--- src/exec_pkg.sv ---
`default_nettype none

package exec_pkg;

  localparam int xlen = 32;
  localparam int iter_count = 32; // steps of mul and div.
  localparam int iter_bits = $clog2(iter_count);

  typedef logic [xlen-1:0] word_t;
  typedef logic [4:0] reg_addr_t;
  typedef logic [4:0] op_t;
  typedef logic [3:0] strb_t;
  typedef logic [iter_bits-1:0] iter_cnt_t;

  // alu class.
  localparam op_t op_nop = 5'd0;
  localparam op_t op_add = 5'd1;
  localparam op_t op_sub = 5'd2;
  localparam op_t op_and = 5'd3;
  localparam op_t op_or = 5'd4;
  localparam op_t op_xor = 5'd5;
  localparam op_t op_sll = 5'd6;
  localparam op_t op_srl = 5'd7;
  localparam op_t op_sra = 5'd8;
  localparam op_t op_slt = 5'd9;
  localparam op_t op_sltu = 5'd10;
  localparam op_t op_lui = 5'd11;

  // iterative units.
  localparam op_t op_mul = 5'd12;
  localparam op_t op_mulhu = 5'd13;
  localparam op_t op_div = 5'd14;
  localparam op_t op_divu = 5'd15;
  localparam op_t op_rem = 5'd16;
  localparam op_t op_remu = 5'd17;

  // loads and stores.
  localparam op_t op_lb = 5'd18;
  localparam op_t op_lbu = 5'd19;
  localparam op_t op_lh = 5'd20;
  localparam op_t op_lhu = 5'd21;
  localparam op_t op_lw = 5'd22;
  localparam op_t op_sb = 5'd23;
  localparam op_t op_sh = 5'd24;
  localparam op_t op_sw = 5'd25;

  typedef enum logic [1:0] {
    iter_idle,
    iter_busy,
    iter_done
  } iter_state_t;

  typedef enum logic {
    mem_idle,
    mem_wait_ready
  } mem_state_t;

endpackage

`default_nettype wire

--- src/alu.sv ---
`default_nettype none

module alu (
  input wire exec_pkg::word_t a,
  input wire exec_pkg::word_t b,
  input wire exec_pkg::op_t op,
  output exec_pkg::word_t result
);

  always_comb begin
    case (op)
      exec_pkg::op_add,
      exec_pkg::op_lb,
      exec_pkg::op_lbu,
      exec_pkg::op_lh,
      exec_pkg::op_lhu,
      exec_pkg::op_lw,
      exec_pkg::op_sb,
      exec_pkg::op_sh,
      exec_pkg::op_sw: result = a + b; // effective address for memory ops.
      exec_pkg::op_sub: result = a - b;
      exec_pkg::op_and: result = a & b;
      exec_pkg::op_or: result = a | b;
      exec_pkg::op_xor: result = a ^ b;
      exec_pkg::op_sll: result = a << b[4:0];
      exec_pkg::op_srl: result = a >> b[4:0];
      exec_pkg::op_sra: result = exec_pkg::word_t'($signed(a) >>> b[4:0]);
      exec_pkg::op_slt: result = exec_pkg::word_t'($signed(a) < $signed(b));
      exec_pkg::op_sltu: result = exec_pkg::word_t'(a < b);
      exec_pkg::op_lui: result = b; // immediate already shifted by decode.
      default: result = '0;
    endcase
  end

endmodule

`default_nettype wire

--- src/multiplier.sv ---
`default_nettype none

module multiplier (
  input wire clock,
  input wire reset,
  input wire start,
  input wire abort,
  input wire exec_pkg::word_t a,
  input wire exec_pkg::word_t b,
  input wire exec_pkg::op_t op,
  output logic ready,
  output exec_pkg::word_t result
);

  exec_pkg::iter_state_t state;
  exec_pkg::iter_cnt_t count;
  exec_pkg::word_t mcand;
  logic [2*exec_pkg::xlen-1:0] acc; // high half sums, low half holds multiplier.
  logic [exec_pkg::xlen:0] sum;
  logic high;

  // add the multiplicand when the current multiplier bit is set.
  assign sum = {1'b0, acc[2*exec_pkg::xlen-1:exec_pkg::xlen]} +
               (acc[0] ? {1'b0, mcand} : '0);

  always_ff @(posedge clock) begin
    if (reset == 1'b0) begin
      state <= exec_pkg::iter_idle;
    end else if (abort) begin
      state <= exec_pkg::iter_idle;
    end else begin
      case (state)
        exec_pkg::iter_idle: if (start) state <= exec_pkg::iter_busy;
        exec_pkg::iter_busy: if (count == '0) state <= exec_pkg::iter_done;
        default: state <= exec_pkg::iter_idle;
      endcase
    end
  end

  always_ff @(posedge clock) begin
    if (state == exec_pkg::iter_idle && start) begin
      acc <= {{exec_pkg::xlen{1'b0}}, b};
      mcand <= a;
      high <= (op == exec_pkg::op_mulhu);
      count <= exec_pkg::iter_cnt_t'(exec_pkg::iter_count - 1);
    end else if (state == exec_pkg::iter_busy) begin
      acc <= {sum, acc[exec_pkg::xlen-1:1]}; // shift right one step.
      count <= count - 1'b1;
    end
  end

  assign ready = (state == exec_pkg::iter_done);
  assign result = high ? acc[2*exec_pkg::xlen-1:exec_pkg::xlen] : acc[exec_pkg::xlen-1:0];

endmodule

`default_nettype wire

--- src/divider.sv ---
`default_nettype none

module divider (
  input wire clock,
  input wire reset,
  input wire start,
  input wire abort,
  input wire exec_pkg::word_t a,
  input wire exec_pkg::word_t b,
  input wire exec_pkg::op_t op,
  output logic ready,
  output exec_pkg::word_t result
);

  exec_pkg::iter_state_t state;
  exec_pkg::iter_cnt_t count;
  exec_pkg::word_t quot;
  exec_pkg::word_t rem;
  exec_pkg::word_t divisor;
  exec_pkg::word_t a_mag;
  exec_pkg::word_t b_mag;
  exec_pkg::word_t quot_fix;
  exec_pkg::word_t rem_fix;
  logic [exec_pkg::xlen:0] shifted;
  logic [exec_pkg::xlen:0] diff;
  logic is_signed;
  logic want_rem;
  logic quot_neg;
  logic rem_neg;
  logic div_zero;

  assign is_signed = (op == exec_pkg::op_div) || (op == exec_pkg::op_rem);
  assign a_mag = (is_signed && a[exec_pkg::xlen-1]) ? -a : a;
  assign b_mag = (is_signed && b[exec_pkg::xlen-1]) ? -b : b;

  // trial subtract of the divisor from the partial remainder.
  assign shifted = {rem, quot[exec_pkg::xlen-1]};
  assign diff = shifted - {1'b0, divisor};

  always_ff @(posedge clock) begin
    if (reset == 1'b0) begin
      state <= exec_pkg::iter_idle;
    end else if (abort) begin
      state <= exec_pkg::iter_idle;
    end else begin
      case (state)
        exec_pkg::iter_idle: if (start) state <= exec_pkg::iter_busy;
        exec_pkg::iter_busy: if (count == '0) state <= exec_pkg::iter_done;
        default: state <= exec_pkg::iter_idle;
      endcase
    end
  end

  always_ff @(posedge clock) begin
    if (state == exec_pkg::iter_idle && start) begin
      quot <= a_mag;
      rem <= '0;
      divisor <= b_mag;
      want_rem <= (op == exec_pkg::op_rem) || (op == exec_pkg::op_remu);
      quot_neg <= is_signed && (a[exec_pkg::xlen-1] ^ b[exec_pkg::xlen-1]);
      rem_neg <= is_signed && a[exec_pkg::xlen-1]; // remainder takes the dividend sign.
      div_zero <= (b == '0);
      count <= exec_pkg::iter_cnt_t'(exec_pkg::iter_count - 1);
    end else if (state == exec_pkg::iter_busy) begin
      if (diff[exec_pkg::xlen] == 1'b0) begin
        rem <= diff[exec_pkg::xlen-1:0];
        quot <= {quot[exec_pkg::xlen-2:0], 1'b1};
      end else begin
        rem <= shifted[exec_pkg::xlen-1:0]; // restore.
        quot <= {quot[exec_pkg::xlen-2:0], 1'b0};
      end
      count <= count - 1'b1;
    end
  end

  // overflow falls out of the magnitudes, only x/0 needs a fixed quotient.
  assign quot_fix = div_zero ? '1 : (quot_neg ? -quot : quot);
  assign rem_fix = rem_neg ? -rem : rem;

  assign ready = (state == exec_pkg::iter_done);
  assign result = want_rem ? rem_fix : quot_fix;

endmodule

`default_nettype wire

--- src/lsu.sv ---
`default_nettype none

module lsu (
  input wire exec_pkg::op_t op,
  input wire [1:0] addr_low,
  input wire exec_pkg::word_t store_data,
  input wire exec_pkg::word_t load_word,
  output exec_pkg::strb_t strb,
  output exec_pkg::word_t wdata_lanes,
  output exec_pkg::word_t load_data
);

  exec_pkg::word_t shifted;

  // store side. data goes to every lane, strobes pick the one written.
  always_comb begin
    strb = '0;
    wdata_lanes = store_data;
    case (op)
      exec_pkg::op_sb: begin
        strb = 4'b0001 << addr_low;
        wdata_lanes = {4{store_data[7:0]}};
      end
      exec_pkg::op_sh: begin
        strb = addr_low[1] ? 4'b1100 : 4'b0011;
        wdata_lanes = {2{store_data[15:0]}};
      end
      exec_pkg::op_sw: strb = 4'b1111;
      default: ;
    endcase
  end

  assign shifted = load_word >> {addr_low, 3'b000}; // addressed lane to bit 0.

  always_comb begin
    case (op)
      exec_pkg::op_lb: load_data = {{24{shifted[7]}}, shifted[7:0]};
      exec_pkg::op_lbu: load_data = {24'd0, shifted[7:0]};
      exec_pkg::op_lh: load_data = {{16{shifted[15]}}, shifted[15:0]};
      exec_pkg::op_lhu: load_data = {16'd0, shifted[15:0]};
      default: load_data = load_word;
    endcase
  end

endmodule

`default_nettype wire

--- src/execute_stage.sv ---
`default_nettype none

module execute_stage (
  input wire clock,
  input wire reset,
  input wire flush,
  input wire in_valid,
  input wire exec_pkg::op_t in_op,
  input wire exec_pkg::word_t in_rs1,
  input wire exec_pkg::word_t in_rs2,
  input wire exec_pkg::word_t in_imm,
  input wire exec_pkg::reg_addr_t in_rd,
  input wire in_wren,
  output logic in_ready,
  output logic mem_req,
  output logic mem_we,
  output exec_pkg::word_t mem_addr,
  output exec_pkg::word_t mem_wdata,
  output exec_pkg::strb_t mem_strb,
  input wire exec_pkg::word_t mem_rdata,
  input wire mem_ready,
  output logic wb_valid,
  output exec_pkg::reg_addr_t wb_rd,
  output exec_pkg::word_t wb_data
);

  logic hold_valid;
  exec_pkg::op_t hold_op;
  exec_pkg::word_t hold_rs1;
  exec_pkg::word_t hold_rs2;
  exec_pkg::word_t hold_imm;
  exec_pkg::reg_addr_t hold_rd;
  logic hold_wren;

  exec_pkg::mem_state_t mem_state;
  exec_pkg::word_t alu_b;
  exec_pkg::word_t alu_result;
  exec_pkg::word_t mul_result;
  exec_pkg::word_t div_result;
  exec_pkg::word_t load_data;
  exec_pkg::word_t result_sel;
  logic accept;
  logic mul_start;
  logic div_start;
  logic mul_ready;
  logic div_ready;
  logic hold_alu;
  logic done;

  function automatic logic is_mul(input exec_pkg::op_t op);
    return op inside {exec_pkg::op_mul, exec_pkg::op_mulhu};
  endfunction

  function automatic logic is_div(input exec_pkg::op_t op);
    return op inside {exec_pkg::op_div, exec_pkg::op_divu, exec_pkg::op_rem, exec_pkg::op_remu};
  endfunction

  function automatic logic is_load(input exec_pkg::op_t op);
    return op inside {exec_pkg::op_lb, exec_pkg::op_lbu, exec_pkg::op_lh, exec_pkg::op_lhu,
                      exec_pkg::op_lw};
  endfunction

  function automatic logic is_store(input exec_pkg::op_t op);
    return op inside {exec_pkg::op_sb, exec_pkg::op_sh, exec_pkg::op_sw};
  endfunction

  // a held alu op retires this cycle, so the slot frees up at once.
  assign hold_alu = !(is_mul(hold_op) || is_div(hold_op) || is_load(hold_op) ||
                      is_store(hold_op));
  assign in_ready = !flush && (!hold_valid || hold_alu);
  assign accept = in_valid && in_ready;

  // iterative units latch their operands at acceptance.
  assign mul_start = accept && is_mul(in_op);
  assign div_start = accept && is_div(in_op);

  assign alu_b = (hold_op == exec_pkg::op_lui || is_load(hold_op) || is_store(hold_op)) ?
                 hold_imm : hold_rs2;

  alu alu_inst (
    .a(hold_rs1),
    .b(alu_b),
    .op(hold_op),
    .result(alu_result)
  );

  multiplier mul_inst (
    .clock(clock),
    .reset(reset),
    .start(mul_start),
    .abort(flush),
    .a(in_rs1),
    .b(in_rs2),
    .op(in_op),
    .ready(mul_ready),
    .result(mul_result)
  );

  divider div_inst (
    .clock(clock),
    .reset(reset),
    .start(div_start),
    .abort(flush),
    .a(in_rs1),
    .b(in_rs2),
    .op(in_op),
    .ready(div_ready),
    .result(div_result)
  );

  lsu lsu_inst (
    .op(hold_op),
    .addr_low(alu_result[1:0]),
    .store_data(hold_rs2),
    .load_word(mem_rdata),
    .strb(mem_strb),
    .wdata_lanes(mem_wdata),
    .load_data(load_data)
  );

  assign mem_req = (mem_state == exec_pkg::mem_wait_ready);
  assign mem_we = is_store(hold_op);
  assign mem_addr = alu_result; // fields stay put while the instruction is held.

  always_ff @(posedge clock) begin
    if (reset == 1'b0) begin
      mem_state <= exec_pkg::mem_idle;
    end else if (flush) begin
      mem_state <= exec_pkg::mem_idle;
    end else begin
      case (mem_state)
        exec_pkg::mem_idle:
          if (accept && (is_load(in_op) || is_store(in_op))) begin
            mem_state <= exec_pkg::mem_wait_ready;
          end
        default: if (mem_ready) mem_state <= exec_pkg::mem_idle;
      endcase
    end
  end

  assign done = hold_valid && (hold_alu ||
                               (is_mul(hold_op) && mul_ready) ||
                               (is_div(hold_op) && div_ready) ||
                               (mem_req && mem_ready));

  always_comb begin
    if (is_mul(hold_op)) begin
      result_sel = mul_result;
    end else if (is_div(hold_op)) begin
      result_sel = div_result;
    end else if (is_load(hold_op)) begin
      result_sel = load_data;
    end else begin
      result_sel = alu_result;
    end
  end

  always_ff @(posedge clock) begin
    if (reset == 1'b0) begin
      hold_valid <= 1'b0;
    end else if (flush) begin
      hold_valid <= 1'b0; // drop whatever is in flight.
    end else if (accept) begin
      hold_valid <= 1'b1;
    end else if (done) begin
      hold_valid <= 1'b0;
    end
  end

  always_ff @(posedge clock) begin
    if (accept) begin
      hold_op <= in_op;
      hold_rs1 <= in_rs1;
      hold_rs2 <= in_rs2;
      hold_imm <= in_imm;
      hold_rd <= in_rd;
      hold_wren <= in_wren;
    end
  end

  always_ff @(posedge clock) begin
    if (reset == 1'b0) begin
      wb_valid <= 1'b0;
    end else begin
      wb_valid <= done && !flush && hold_wren && (hold_rd != '0) && !is_store(hold_op);
    end
  end

  always_ff @(posedge clock) begin
    if (done) begin
      wb_rd <= hold_rd;
      wb_data <= result_sel;
    end
  end

endmodule

`default_nettype wire

--- src/execute_top.sv ---
`default_nettype none

module execute_top (
  input wire clock,
  input wire reset,
  input wire flush,
  input wire in_valid,
  input wire exec_pkg::op_t in_op,
  input wire exec_pkg::word_t in_rs1,
  input wire exec_pkg::word_t in_rs2,
  input wire exec_pkg::word_t in_imm,
  input wire exec_pkg::reg_addr_t in_rd,
  input wire in_wren,
  output logic in_ready,
  output logic mem_req,
  output logic mem_we,
  output exec_pkg::word_t mem_addr,
  output exec_pkg::word_t mem_wdata,
  output exec_pkg::strb_t mem_strb,
  input wire exec_pkg::word_t mem_rdata,
  input wire mem_ready,
  output logic wb_valid,
  output exec_pkg::reg_addr_t wb_rd,
  output exec_pkg::word_t wb_data
);

  // stage owns the alu, multiplier, divider and lsu.
  execute_stage stage_inst (
    .clock(clock),
    .reset(reset),
    .flush(flush),
    .in_valid(in_valid),
    .in_op(in_op),
    .in_rs1(in_rs1),
    .in_rs2(in_rs2),
    .in_imm(in_imm),
    .in_rd(in_rd),
    .in_wren(in_wren),
    .in_ready(in_ready),
    .mem_req(mem_req),
    .mem_we(mem_we),
    .mem_addr(mem_addr),
    .mem_wdata(mem_wdata),
    .mem_strb(mem_strb),
    .mem_rdata(mem_rdata),
    .mem_ready(mem_ready),
    .wb_valid(wb_valid),
    .wb_rd(wb_rd),
    .wb_data(wb_data)
  );

endmodule

`default_nettype wire

--- config.mk ---
export PLATFORM = sky130hd
export DESIGN_NAME = execute_top
export DESIGN_NICKNAME = d
export VERILOG_FILES = /design/src/exec_pkg.sv /design/src/alu.sv /design/src/multiplier.sv /design/src/divider.sv /design/src/lsu.sv /design/src/execute_stage.sv /design/src/execute_top.sv
export SDC_FILE = /design/constraint.sdc
export NUM_CORES = 1
export LEC_CHECK = 0
export BUFFER_PORTS_ARGS = -buffer_cell sky130_fd_sc_hd__buf_4
export CAP_MARGIN = 20
export CELL_PAD_IN_SITES_DETAIL_PLACEMENT = 1
export CELL_PAD_IN_SITES_GLOBAL_PLACEMENT = 1
export CORE_MARGIN = 3
export CORE_UTILIZATION = 40
export DETAILED_ROUTE_END_ITERATION = 8
export PLACE_DENSITY = 0.81
export SYNTH_ARGS = -nofsm -noshare
export SYNTH_HDL_FRONTEND = slang
export SYNTH_SLANG_ARGS = --single-unit
--- constraint.sdc ---
create_clock -name clock -period 8.9 [get_ports clock]
set_clock_uncertainty 0.2 [all_clocks]
set_input_delay 1.335 -clock clock [delete_from_list [all_inputs] [get_ports clock]]
set_output_delay 1.335 -clock clock [all_outputs]
set_load 0.02 [all_outputs]
==> impl_metrics.env <==
export IMPL_max_stage_delay_ns=0.87
export IMPL_crit_buf_inv=5
export IMPL_min_delay_start="stage_inst.hold_rd[1]"
export IMPL_maxCapViolations=0
export IMPL_nFillCells=8760
export IMPL_crit_type="reg2out"
export IMPL_final_cell_area_um2=34520
export IMPL_netlist_area_um2=30090
export IMPL_timing_final_ws_setup_ns=0.2965
export IMPL_p_leak_nw=13.93
export IMPL_synth_area_per_cell_um2=8.257
export IMPL_holdCritPathClass="reg2reg"
export IMPL_ys_seq_area_share_pct=33.04
export IMPL_setup_tns_ns=0
export IMPL_clk_pin_slew_ns=0.06
export IMPL_grt_pass1_vias=31068
export IMPL_endpoint_kind="output pin"
export IMPL_grt_pass1_wl_um=215900
export IMPL_track_usage_pct=37.29
export IMPL_required_ns=7.36
export IMPL_grt_start_max_net_pins=76
export IMPL_tritoncts="done"
export IMPL_slew_viol_final=0
export IMPL_reg2reg_from="stage_inst.hold_op[4]"
export IMPL_max_slew_worst_pin_slew_ns=1.311
export IMPL_grt_ovfl_total=0
export IMPL_rsz0062_at_grt="no"
export IMPL_finalNonFillerCells=4801
export IMPL_cp_depth=22
export IMPL_reg2regPathDepth=21
export IMPL_synthFlopType="edfxtp_1"
export IMPL_ios=253
export IMPL_setup_viol=0
export IMPL_async_reset_ff_share_pct=0
export IMPL_syn2layout_area_growth_pct=14.75
export IMPL_die_area_um2=78550
export IMPL_dpl_worst_slack_ns=1.147
export IMPL_start_util_pct=40.82
export IMPL_post_drt_wl_per_cell_um=31.66
export IMPL_drive_gt1_share_pct=13.14
export IMPL_switchingPower_w=0.002563
export IMPL_dr_pass1_iters=8
export IMPL_drtAntennaViolNets=0
export IMPL_layout_nets=4107
export IMPL_cts_buffer_depth=3
export IMPL_portBuffers=252
export IMPL_drc=0
export IMPL_relSlewSlack_pct=12.61
export IMPL_arrival_ns=7.07
export IMPL_critPathMaxFanout=27
export IMPL_cp_top_family="simple AND/OR/NAND/NOR gates"
export IMPL_hpwlAfterDp_um=117300
export IMPL_vias=31970
export IMPL_dpl_cell_area_um2=32950
export IMPL_hold_viol_final=0
export IMPL_num_rows=99
export IMPL_clock_latency_ns=0.62
export IMPL_yosys_warnings=0
export IMPL_cts_sinks=358
export IMPL_dieHeight_um=280.3
export IMPL_place_inst=4709
export IMPL_p_per_area_nw_per_um2=185.9
export IMPL_p_sw_share_pct=39.94
export IMPL_cts_buffers=44
export IMPL_max_freq_mhz=116.2
export IMPL_clkPwrFrac_pct=29.7
export IMPL_status="finished clean"
export IMPL_power_frac_seq_pct=34.7
export IMPL_p_int_w=0.003854
export IMPL_synth_edf_count=277
export IMPL_fin_crit_sh_pct=96.67
export IMPL_cts_hold_buf=0
export IMPL_crit_chain="and3b_4 > nand2b_1 > nor2_2 > buf_4 > nand2_1 > nand2_1 > inv_1 > ha_1 > inv_1 > a21oi_1 > a21oi_1 > o31a_1 > or3_1 > o21ai_0 > a211o_1 > a311o_2 > nor2_8 > buf_4 > nor2_1 > a21oi_1 > nor2_1 > buf_4"
export IMPL_drt_iter0_markers=3889
export IMPL_start_kind="register"
export IMPL_cts_resized=0
export IMPL_period_needed_ns=8.603
export IMPL_postCtsSetupBuffers=0
export IMPL_whs_ns=0.2490
export IMPL_crit_path_start="stage_inst.hold_op[4]"
export IMPL_synth_distinct_cells=107
export IMPL_wl_um=152000
export IMPL_synth_cells=3644
export IMPL_ys_ff_latch=358
export IMPL_htree_levels=2
export IMPL_die_width_um=280.3
export IMPL_viasPerCell=6.659
export IMPL_share_comb_of_total_power_pct=35.6
export IMPL_coreArea_um2=73700
export IMPL_cts_root_buf="clkbuf_16"
export IMPL_gp_congestion=1.077
export IMPL_synth_net_count=3951
export IMPL_antenna_found_initial=11
export IMPL_cpMaxStageDelayCell="nor2_2"
export IMPL_peakVddDrop_mv=0.1575
export IMPL_hold_depth=0
## per-stage QoR
step,total power (W),utilization (%)
5_1_grt,0.006661,46.82
3_5_place_dp,0.004422,44.71
3_3_place_gp,0.004374,44.71
4_1_cts,0.006349,46.77
6_report,0.006417,46.84
2_1_floorplan,0.003547,-
## cell usage in the layout, fill, tap and decap left out, types with 21 or more instances in the layout
cell / instances
o22ai_1: 29
a221o_1: 29
dfxtp_1: 81
a211oi_1: 56
mux2i_1: 96
a21o_1: 59
nand2_1: 495
nor2_1: 225
ha_1: 160
and2_1: 56
buf_4: 336
edfxtp_1: 277
o21bai_1: 21
nand3_1: 159
mux2_2: 22
xnor2_1: 85
a21oi_1: 247
a221oi_1: 35
or3_1: 39
inv_1: 178
o41ai_1: 24
o31ai_1: 49
o21ai_0: 257
a31oi_1: 44
nor3_1: 98
clkbuf_16: 44
xor2_1: 103
nor2b_1: 23
a22oi_1: 25
o221ai_1: 30
nand2b_1: 26
o211ai_1: 45
or4_1: 24
## synthesized netlist by cell type, types with 30 or more instances
cell / instances / area, µm²
nand2_1: 495 / 1858
edfxtp_1: 277 / 8318
o21ai_0: 258 / 1291
a21oi_1: 247 / 1236
nor2_1: 229 / 859.6
inv_1: 179 / 671.9
clkbuf_1: 169 / 634.4
ha_1: 160 / 2002
nand3_1: 159 / 795.8
xor2_1: 104 / 910.9
nor3_1: 102 / 510.5
mux2i_1: 96 / 960.9
xnor2_1: 86 / 753.2
dfxtp_1: 81 / 1622
a21o_1: 59 / 442.9
and2_1: 57 / 356.6
a211oi_1: 56 / 420.4
o31ai_1: 49 / 367.9
o211ai_1: 45 / 337.8
a31oi_1: 44 / 275.3
or3_1: 39 / 244.0
a221oi_1: 35 / 306.5
buf_1: 31 / 116.4
o221ai_1: 30 / 262.8
## layout make-up
| type | count | area [µm²] | share of cell area, % |
|---|---|---|---|
| tap | 959 | 1200 | 3.476 |
| timing repair buffer | 339 | 2557 | 7.408 |
| clock buffer | 51 | 1147 | 3.323 |
| antenna | 6 | 15.01 | 0.04349 |
| sequential | 358 | 9940 | 28.79 |
| inverter | 188 | 711.9 | 2.062 |
| clock inverter | 31 | 366.6 | 1.062 |
| multi-input combinational | 2869 | 18590 | 53.84 |
## metal layers
layer | GRT usage [%] | wire [µm] | vias to the layer above | part of all wire, %
li1 | - | - | 13848 | -
met1 | 46.77 | 59290 | 15825 | 39
met2 | 57.42 | 65770 | 1840 | 43
met3 | 8.421 | 14390 | 451 | 9.5
met4 | 25.11 | 12540 | 6 | 8.3
met5 | 0 | 29 | - | 0.019
## sequential cells by signal (all words and copies together) (netlist names), 2 cells and up
| signal | flops |
|---|---|
| stage_inst.hold_rd | 5 |
| stage_inst.div_inst.divisor | 32 |
| stage_inst.div_inst.quot | 32 |
| stage_inst.mul_inst.state | 2 |
| stage_inst.wb_rd | 5 |
| stage_inst.hold_op | 5 |
| stage_inst.mul_inst.mcand | 32 |
| stage_inst.mul_inst.acc | 64 |
| stage_inst.hold_rs2 | 32 |
| stage_inst.hold_imm | 32 |
| stage_inst.mul_inst.count | 5 |
| stage_inst.wb_data | 32 |
| stage_inst.div_inst.rem | 32 |
| stage_inst.div_inst.state | 2 |
| stage_inst.hold_rs1 | 32 |
| stage_inst.div_inst.count | 5 |
## path summary, 6_finish.rpt
check                                 to  slack, ns
setup / recovery             mem_strb[1]       0.30
hold / removal       stage_inst.wb_rd[1]       0.25
setup reg to reg  stage_inst.wb_data[31]       1.14
hold reg to reg      stage_inst.wb_rd[1]       0.25
## power groups by stage
stage	registers [W]	logic, W	clock network [W]
6_report	0.00222	0.00228	0.00191
5_1_grt	0.00223	0.00244	0.00199
4_1_cts	0.00221	0.00220	0.00194
3_5_place_dp	0.00225	0.00218	0
3_3_place_gp	0.00224	0.00213	0
2_1_floorplan	0.00211	0.00144	0
## logic make-up (layout without fill, tap and decap cells)
logic type | Yosys count | in the layout | share of synthesized area (%)
simple gates | 1258 | 1258 | 19.60
buf+inv | 417 | 609 | 5.502
mux | 120 | 120 | 4.167
xor+xnor | 190 | 190 | 5.531
fa+ha+maj | 163 | 163 | 6.853
flops | 358 | 358 | 33.04
compound gates | 1138 | 1138 | 25.31
other cells | 0 | 6 | 0
Note: power is estimated with default switching activity, not from simulation.
